--- config.mk ---
export PLATFORM = sky130hd
export DESIGN_NAME = fp_core
export DESIGN_NICKNAME = d
export VERILOG_FILES = /design/src/design/fp_types_pkg.sv /design/src/design/mop_pkg.sv /design/src/design/mop_if.sv /design/src/design/fp_core.sv /design/src/design/fp_mod_mul.sv /design/src/design/fp_preadder.sv /design/src/design/mop_sequencer.sv /design/src/design/operand_ram.sv
export VERILOG_INCLUDE_DIRS = /design/src /design/src/design
export SDC_FILE = /design/constraint.sdc
export NUM_CORES = 1
export LEC_CHECK = 0
export ABC_AREA = 1
export BUFFER_PORTS_ARGS = -buffer_cell sky130_fd_sc_hd__buf_2
export CAP_MARGIN = 0
export CORE_ASPECT_RATIO = 0.6
export CORE_MARGIN = 2
export CORE_UTILIZATION = 40
export CTS_BUF_LIST = sky130_fd_sc_hd__clkbuf_8
export DETAILED_ROUTE_END_ITERATION = 16
export PLACE_DENSITY = 0.54
export SLEW_MARGIN = 20
export SYNTH_ARGS = -nofsm -noshare
export SYNTH_HDL_FRONTEND = slang
export SYNTH_SLANG_ARGS = --single-unit
export TNS_END_PERCENT = 20
--- constraint.sdc ---
create_clock -name clk -period 5.89 [get_ports clk]
set_input_delay 0.8835 -clock clk [delete_from_list [all_inputs] [get_ports clk]]
set_output_delay 0.8835 -clock clk [all_outputs]
set_load 0.05 [all_outputs]
--- src/design/fp_consts.svh ---
`ifndef FP_CONSTS_SVH
`define FP_CONSTS_SVH

// Prime field
`define FP_W     16
`define FP_P     65521
// 2**16 reduced modulo FP_P
`define FP_FOLD  15

// Operand memories
`define RF_AW    4
`define RF_DEPTH 16

// Program select
`define FUNC_W   2

// Stage latencies in cycles
`define LAT_READ 1
`define LAT_PRE  1
`define LAT_MUL  3
`define LAT_POST 1
`define LAT_WB   7

`endif

--- src/design/fp_types_pkg.sv ---
`default_nettype none

`include "fp_consts.svh"

package fp_types_pkg;

    // Field element, always below the prime
    typedef logic [`FP_W-1:0] fe_t;

    // Operand memory address
    typedef logic [`RF_AW-1:0] raddr_t;

    // Built-in program number
    typedef logic [`FUNC_W-1:0] func_t;

endpackage

`default_nettype wire

--- src/design/mop_pkg.sv ---
`default_nettype none

package mop_pkg;
    import fp_types_pkg::*;

    // Opcodes, all arithmetic modulo the prime
    typedef enum logic [2:0] {
        op_nop = 3'd0,
        op_mul = 3'd1,
        op_add = 3'd2,
        op_sub = 3'd3,
        op_sqd = 3'd4
    } mop_op_t;

    // One micro-op as issued by the sequencer
    typedef struct packed {
        mop_op_t op;
        raddr_t  src0;
        raddr_t  src1;
        raddr_t  dst;
        logic    we;
        logic    neg;
    } mop_t;

    // Bubble, never writes back
    localparam mop_t mop_nop = '{
        op:   op_nop,
        src0: '0,
        src1: '0,
        dst:  '0,
        we:   1'b0,
        neg:  1'b0
    };

endpackage

`default_nettype wire

--- src/design/mop_if.sv ---
`timescale 1ns/1ns
`default_nettype none

////////////////////
// Micro-op issue bus
////////////////////

interface mop_if
    import mop_pkg::*;
();

    // Micro-op of the current cycle, nop when idle
    mop_t mop;

    // Sequencer side
    modport seq (
        output mop
    );

    // Datapath side
    modport dp (
        input mop
    );

endinterface

`default_nettype wire

--- src/design/fp_core.sv ---
`timescale 1ns/1ns
`default_nettype none

`include "fp_consts.svh"

module fp_core
    import fp_types_pkg::*;
    import mop_pkg::*;
(
    input  wire         clk,
    input  wire         rstn,
    input  wire         run,
    input  wire func_t  n_func,
    input  wire         ext_wr_en,
    input  wire raddr_t ext_wr_addr,
    input  wire fe_t    ext_wr_data,
    input  wire raddr_t ext_rd_addr,
    output logic        busy,
    output logic        endflag,
    output fe_t         ext_rd_data
);

    localparam fe_t p_mod = fe_t'(`FP_P);

    mop_t                   mop_now;
    // Entry k holds the micro-op issued k cycles ago
    mop_t [`LAT_WB-1:1]     mop_dly;
    mop_t                   ctrl_pre;
    mop_t                   ctrl_post;
    mop_t                   ctrl_wb;
    fe_t                    rdata0, rdata1;
    fe_t                    pre_x, pre_y;
    fe_t                    mul_z;
    fe_t                    post_q;
    logic                   ram_we;
    raddr_t                 ram_waddr;
    fe_t                    ram_wdata;
    raddr_t                 ram1_raddr;

    mop_if mop_bus ();

    mop_sequencer u_seq (.clk, .rstn, .run, .n_func, .busy, .endflag, .mop_o(mop_bus));

    assign mop_now = mop_bus.mop;

    ////////////////////
    // Micro-op delay line
    ////////////////////

    always_ff @(posedge clk) begin
        if (!rstn) begin
            mop_dly <= {(`LAT_WB-1){mop_nop}};
        end else begin
            mop_dly <= {mop_dly[`LAT_WB-2:1], mop_now};
        end
    end

    assign ctrl_pre  = mop_dly[`LAT_READ];
    assign ctrl_post = mop_dly[`LAT_READ + `LAT_PRE + `LAT_MUL];
    assign ctrl_wb   = mop_dly[`LAT_WB - `LAT_POST];

    // Host owns the write port and copy 1 reads while idle
    assign ram_we     = busy ? ctrl_wb.we  : ext_wr_en;
    assign ram_waddr  = busy ? ctrl_wb.dst : ext_wr_addr;
    assign ram_wdata  = busy ? post_q      : ext_wr_data;
    assign ram1_raddr = busy ? mop_now.src1 : ext_rd_addr;

    operand_ram u_ram0 (
        .clk, .we(ram_we), .waddr(ram_waddr), .wdata(ram_wdata),
        .raddr(mop_now.src0), .rdata(rdata0)
    );

    operand_ram u_ram1 (
        .clk, .we(ram_we), .waddr(ram_waddr), .wdata(ram_wdata),
        .raddr(ram1_raddr), .rdata(rdata1)
    );

    assign ext_rd_data = rdata1;

    fp_preadder u_pre (.clk, .rstn, .op(ctrl_pre.op), .a(rdata0), .b(rdata1), .x(pre_x), .y(pre_y));

    fp_mod_mul u_mul (.clk, .rstn, .x(pre_x), .y(pre_y), .z(mul_z));

    // Post-stage negation, zero stays zero
    always_ff @(posedge clk) begin
        post_q <= (ctrl_post.neg && mul_z != '0) ? fe_t'(p_mod - mul_z) : mul_z;
    end

endmodule

`default_nettype wire

--- src/design/fp_mod_mul.sv ---
`timescale 1ns/1ns
`default_nettype none

`include "fp_consts.svh"

module fp_mod_mul
    import fp_types_pkg::*;
(
    input  wire      clk,
    input  wire      rstn,
    input  wire fe_t x,
    input  wire fe_t y,
    output fe_t      z
);

    localparam fe_t        p_mod = fe_t'(`FP_P);
    localparam logic [3:0] fold  = 4'(`FP_FOLD);

    logic [2*`FP_W-1:0] prod_q;
    // High half times 15 plus low half stays below 2**20
    logic [`FP_W+3:0]   fold1_q;
    logic [`FP_W:0]     fold2;

    // Second fold is below twice the prime
    always_comb begin
        fold2 = {1'b0, fold1_q[`FP_W-1:0]} + fold1_q[`FP_W+3:`FP_W] * fold;
    end

    ////////////////////
    // Pipeline
    ////////////////////

    always_ff @(posedge clk) begin
        if (!rstn) begin
            prod_q  <= '0;
            fold1_q <= '0;
            z       <= '0;
        end else begin
            prod_q  <= x * y;
            fold1_q <= prod_q[2*`FP_W-1:`FP_W] * fold + prod_q[`FP_W-1:0];
            if (fold2 >= {1'b0, p_mod}) begin
                z <= fe_t'(fold2 - {1'b0, p_mod});
            end else begin
                z <= fold2[`FP_W-1:0];
            end
        end
    end

endmodule

`default_nettype wire

--- src/design/fp_preadder.sv ---
`timescale 1ns/1ns
`default_nettype none

`include "fp_consts.svh"

module fp_preadder
    import fp_types_pkg::*;
    import mop_pkg::*;
(
    input  wire          clk,
    input  wire          rstn,
    input  wire mop_op_t op,
    input  wire fe_t     a,
    input  wire fe_t     b,
    output fe_t          x,
    output fe_t          y
);

    localparam fe_t p_mod = fe_t'(`FP_P);
    localparam fe_t one   = fe_t'(1);

    logic [`FP_W:0] sum;
    fe_t            mod_add;
    fe_t            mod_sub;

    // One correction by the prime is enough for reduced inputs
    always_comb begin
        sum     = {1'b0, a} + {1'b0, b};
        mod_add = (sum >= {1'b0, p_mod}) ? fe_t'(sum - {1'b0, p_mod}) : sum[`FP_W-1:0];
        mod_sub = (a < b) ? fe_t'(a - b + p_mod) : fe_t'(a - b);
    end

    always_ff @(posedge clk) begin
        if (!rstn) begin
            x <= '0;
            y <= '0;
        end else begin
            case (op)
                op_add:  begin x <= mod_add; y <= one;     end
                op_sub:  begin x <= mod_sub; y <= one;     end
                op_sqd:  begin x <= mod_add; y <= mod_sub; end
                default: begin x <= a;       y <= b;       end
            endcase
        end
    end

endmodule

`default_nettype wire

--- src/design/mop_sequencer.sv ---
`timescale 1ns/1ns
`default_nettype none

`include "fp_consts.svh"

module mop_sequencer
    import fp_types_pkg::*;
    import mop_pkg::*;
(
    input  wire        clk,
    input  wire        rstn,
    input  wire        run,
    input  wire func_t n_func,
    output logic       busy,
    output logic       endflag,
    mop_if.seq         mop_o
);

    typedef logic [3:0] step_t;
    typedef enum logic [1:0] {st_idle, st_issue, st_drain} seq_state_t;

    localparam int drain_w = $clog2(`LAT_WB);

    seq_state_t         state;
    func_t              prog;
    step_t              pc;
    logic [drain_w-1:0] drain_cnt;

    function automatic mop_t uop(mop_op_t op, raddr_t s0, raddr_t s1, raddr_t d, logic neg);
        mop_t m;
        m.op   = op;
        m.src0 = s0;
        m.src1 = s1;
        m.dst  = d;
        m.we   = 1'b1;
        m.neg  = neg;
        return m;
    endfunction

    ////////////////////
    // Program ROM
    ////////////////////

    // Steps not listed are nops that space dependent ops
    function automatic mop_t rom_word(func_t p, step_t s);
        mop_t m;
        m = mop_nop;
        case (p)
            2'd0: if (s == 4'd0) m = uop(op_mul, 4'd0, 4'd1, 4'd2, 1'b0);
            2'd1: begin
                if (s == 4'd0)      m = uop(op_add, 4'd0, 4'd1, 4'd2, 1'b0);
                else if (s == 4'd1) m = uop(op_sub, 4'd0, 4'd1, 4'd3, 1'b0);
                else if (s == 4'd9) m = uop(op_mul, 4'd2, 4'd3, 4'd4, 1'b0);
            end
            2'd2: begin
                if (s == 4'd0)      m = uop(op_mul, 4'd0, 4'd0, 4'd1, 1'b0);
                else if (s == 4'd7) m = uop(op_mul, 4'd1, 4'd1, 4'd1, 1'b0);
            end
            default: begin
                if (s == 4'd0)      m = uop(op_mul, 4'd0, 4'd1, 4'd5, 1'b1);
                else if (s == 4'd1) m = uop(op_sqd, 4'd0, 4'd1, 4'd6, 1'b1);
            end
        endcase
        return m;
    endfunction

    function automatic step_t last_step(func_t p);
        case (p)
            2'd0:    return 4'd0;
            2'd1:    return 4'd9;
            2'd2:    return 4'd7;
            default: return 4'd1;
        endcase
    endfunction

    ////////////////////
    // Control FSM
    ////////////////////

    always_ff @(posedge clk) begin
        if (!rstn) begin
            state     <= st_idle;
            prog      <= '0;
            pc        <= '0;
            drain_cnt <= '0;
            endflag   <= 1'b0;
        end else begin
            endflag <= 1'b0;
            case (state)
                st_idle: begin
                    if (run) begin
                        state <= st_issue;
                        prog  <= n_func;
                        pc    <= '0;
                    end
                end
                st_issue: begin
                    if (pc == last_step(prog)) begin
                        state     <= st_drain;
                        drain_cnt <= '0;
                    end else begin
                        pc <= pc + 4'd1;
                    end
                end
                st_drain: begin
                    // Wait until the last write-back has landed
                    if (drain_cnt == drain_w'(`LAT_WB - 1)) begin
                        state   <= st_idle;
                        pc      <= '0;
                        endflag <= 1'b1;
                    end else begin
                        drain_cnt <= drain_cnt + 1'b1;
                    end
                end
                default: state <= st_idle;
            endcase
        end
    end

    assign busy = (state != st_idle);

    always_comb begin
        mop_o.mop = (state == st_issue) ? rom_word(prog, pc) : mop_nop;
    end

endmodule

`default_nettype wire

--- src/design/operand_ram.sv ---
`timescale 1ns/1ns
`default_nettype none

`include "fp_consts.svh"

module operand_ram
    import fp_types_pkg::*;
(
    input  wire         clk,
    input  wire         we,
    input  wire raddr_t waddr,
    input  wire fe_t    wdata,
    input  wire raddr_t raddr,
    output fe_t         rdata
);

    fe_t mem [`RF_DEPTH];

    always_ff @(posedge clk) begin
        if (we) begin
            mem[waddr] <= wdata;
        end
    end

    // Registered read, old data on a same-address write
    always_ff @(posedge clk) begin
        rdata <= mem[raddr];
    end

endmodule

`default_nettype wire

==> results.cfg <==
[grt]
antenna_found_initial = 0
grt.overflow.total = 0
grt_pass1_wl_um = 143800
grt_start_max_net_pins = 137
grt_pass1_vias = 23690
grt_usage = 0.2286

[route]
initialDrtViolationCount = 2370
wl_um = 92320
routedWlPerCell_um = 18.87
drcViolationCount = 0
ant_nets = 0
drtPass1Iterations = 6
post_drt_via_cell_ratio = 5.073
route.vias.total = 24820

[timing]
maxSlewViolCount = 0
worst_hold_slack_ns = 0.4000
fin_ws_ns = 0.1624
relSlewSlack = 0.3299
fin_crit_sh = 0.9724
final.min_clock_period_ns = 5.728
tightest_slew_ns = 1.003
max_freq_mhz = 174.6
finalHoldViolCount = 0
rsz0062_at_grt = true
setup_viol = 0
fin_skew_ns = 0.06528

[yosys]
postSynthAreaPerCell_um2 = 8.553
ys_seq_elements = 448
ys_warn_count = 0
post-synth-top-area-cell = edfxtp_1
synthFlopType = edfxtp_1
synth_seq_area_share = 0.3607
synth_edf_count = 256
yosys-top-cells-area = edfxtp_1, fa_1, dfxtp_1, nand2_1, inv_1
netlist_area_um2 = 31960
yosysTopAreaCellShare = 0.2405
synthArstFlopShare = 0
synth_cells = 3737
syn-num-nets = 4213
yosysUniqueCellTypes = 60

[status]
status = finished, final reports clean

[worst_setup_path]
crit_type = flop to flop
timing.rr.start = u_pre.x[7]$_SDFF_PN0_
critPathRequiredTime_ns = 6.43
reg2reg_slack_ns = 0.16
crit_path_max_fanout = 16
arrival_ns = 6.26
reg2regPathDepth = 23
critPathLaunchType = flop
worstSetupEndpointType = flop
reg2reg_to = u_mul.prod_q[27]$_SDFF_PN0_

[placed_design]
port_buffers = 47
dpl-instance-area_um2 = 33420
gp_congestion = 0.9637
place_ws_ns = 0.1457
dpl.hpwl_um = 70140

[layout]
final_nets = 4246
largest_reg_flops = 256
mostFrequentLayoutCell = nand2_1
postLayoutCoreUtil = 0.4412
n_fill_cell = 7916
final_area_um2 = 34980
syn_to_final_growth_pct = 9.430
n_antenna_cell = 0
layout-drive-gt1-share = 0.09279
top_regs = u_ram1.mem x256, u_mul.prod_q x32, u_mul.fold1_q x20
final_cell_mix = nand2_1, inv_1, a21oi_1
regMostFlops = u_ram1.mem

[worst_hold_path]
hp-class = flop to flop
hold_depth = 2
hold_end = mop_dly[52]$_SDFF_PN0_
min_from = mop_dly[35]$_SDFF_PN0_

[floorplanning]
start_util = 0.4032
fp.coreArea_um2 = 79280
num_rows = 80
die_h_um = 223.0
die_w_um = 368.9
io_pins = 48
die_area_um2 = 82260

[clocking]
cts_max_path_buffers = 3
cts_max_level = 3
cts_inserted_buffers = 72
path_clk_slew_ns = 0.06
cts.sinks = 448
cts_tree = built
cts_root_buf = clkbuf_8
clk_latency_ns = 0.69

[pwr]
powerDensity_nw_per_um2 = 546.9
irDropWorstVdd_uv = 284.6
leakage_nw = 16.70

[job]
max-cap-violations = 0
## worst max path at each step
stage,start,end,slack [ns],depth (start not counted)
global placement,u_pre.y[3]$_SDFF_PN0_,u_mul.prod_q[15]$_SDFF_PN0_,0.1,19
finish,u_pre.x[7]$_SDFF_PN0_,u_mul.prod_q[27]$_SDFF_PN0_,0.16,23
CTS,u_pre.y[3]$_SDFF_PN0_,u_mul.prod_q[15]$_SDFF_PN0_,0.14,19
detailed placement,u_pre.y[3]$_SDFF_PN0_,u_mul.prod_q[24]$_SDFF_PN0_,0.15,21
global route,u_pre.x[7]$_SDFF_PN0_,u_mul.prod_q[29]$_SDFF_PN0_,-0.11,24
floorplan,u_pre.x[7]$_SDFF_PN0_,u_mul.prod_q[23]$_SDFF_PN0_,0.42,24
## repair_timing
item | CTS | global route
gates resized for setup | 0 | 33
hold endpoints to repair | 0 | 0
endpoints found under the setup margin | 0 | 16
hold buffers | 0 | 0
buffers inserted | 0 | 0
## area by class of cell
| type | count | area [µm²] | area share |
|---|---|---|---|
| clock buffers | 86 | 1184 | 0.03384 |
| clock inverters | 44 | 304.0 | 0.008692 |
| inverters | 703 | 2646 | 0.07565 |
| multi-input cells | 2416 | 17070 | 0.4881 |
| flip-flops and latches | 448 | 11560 | 0.3304 |
| well taps | 1066 | 1334 | 0.03813 |
| repair buffers | 129 | 878.3 | 0.02511 |
## critical path, stage by stage, from the launching register on
cell      delay (ns)
dfxtp_1         0.35
buf_12          0.16
nand2_1         0.09
fa_1            0.55
inv_1           0.05
fa_1            0.50
inv_1           0.06
fa_1            0.53
inv_1           0.05
fa_1            0.51
fa_1            0.52
inv_1           0.05
fa_1            0.48
inv_1           0.04
ha_1            0.34
a21oi_1         0.09
o21ai_0         0.21
o21bai_1        0.17
nand2_1         0.08
nand3_1         0.11
nand3_1         0.09
nand2_1         0.15
o21ai_0         0.09
a21oi_1         0.34
## through the flow
| step | power, mW | std cells | setup TNS [ns] |
|---|---|---|---|
| global route | 20.89 | 4892 | -0.3263 |
| CTS | 18.94 | 4892 | 0 |
| global placement | 16.09 | 4762 | 0 |
| finish | 19.13 | 4892 | 0 |
| floorplan | 12.51 | 3737 | 0 |
| detailed placement | 15.95 | 4762 | 0 |
## synth_stat cells, types with 4 or more instances
master,n
buf_6,8
buf_2,19
a31oi_1,11
o31ai_1,4
nand2_4,4
inv_2,17
o211ai_1,68
nand2_2,16
nor2_1,157
nor3b_1,4
nand3_2,6
nand4_1,40
ha_1,197
inv_1,682
o21a_1,10
o21ai_0,189
a21o_1,4
nand3_1,174
buf_4,17
o21bai_1,9
nor2_4,5
xnor2_1,15
fa_1,249
nor3_1,21
xor2_1,37
nor3_2,4
nor2_2,10
nand2_1,776
buf_1,6
o21ai_1,80
dfxtp_1,192
edfxtp_1,256
a21oi_1,279
nor4_1,6
clkbuf_1,119
## cell families (layout without fill, tap and decap cells)
logic type | after synthesis | count (layout) | synth area share
AOI/OAI and AO/OA | 676 | 676 | 0.1170
xor gates and xnor gates | 54 | 54 | 0.01527
adders and majority gates | 446 | 446 | 0.2331
buffers and inverters | 873 | 962 | 0.1074
DFF | 448 | 448 | 0.3607
muxes | 1 | 1 | 0.0003132
and+or+nand+nor | 1239 | 1239 | 0.1662
## layer usage
layer / global-route usage / part of all wire / wire, µm / up-vias
met5: 0 / 0 / 0 / -
met4: 0.03963 / 0.013 / 1210 / 0
met3: 0.08101 / 0.11 / 10480 / 92
met2: 0.2653 / 0.34 / 31620 / 899
met1: 0.3858 / 0.53 / 49000 / 11780
li1: - / - / - / 12050
## power breakdown
| part | switching, mW | internal (mW) |
|---|---|---|
| clock | 1.34 | 1.48 |
| sequential | 0.602 | 4.05 |
| combinational | 7.93 | 3.73 |
| total | 9.87 | 9.26 |
Note: power is estimated with default switching activity, not from simulation.
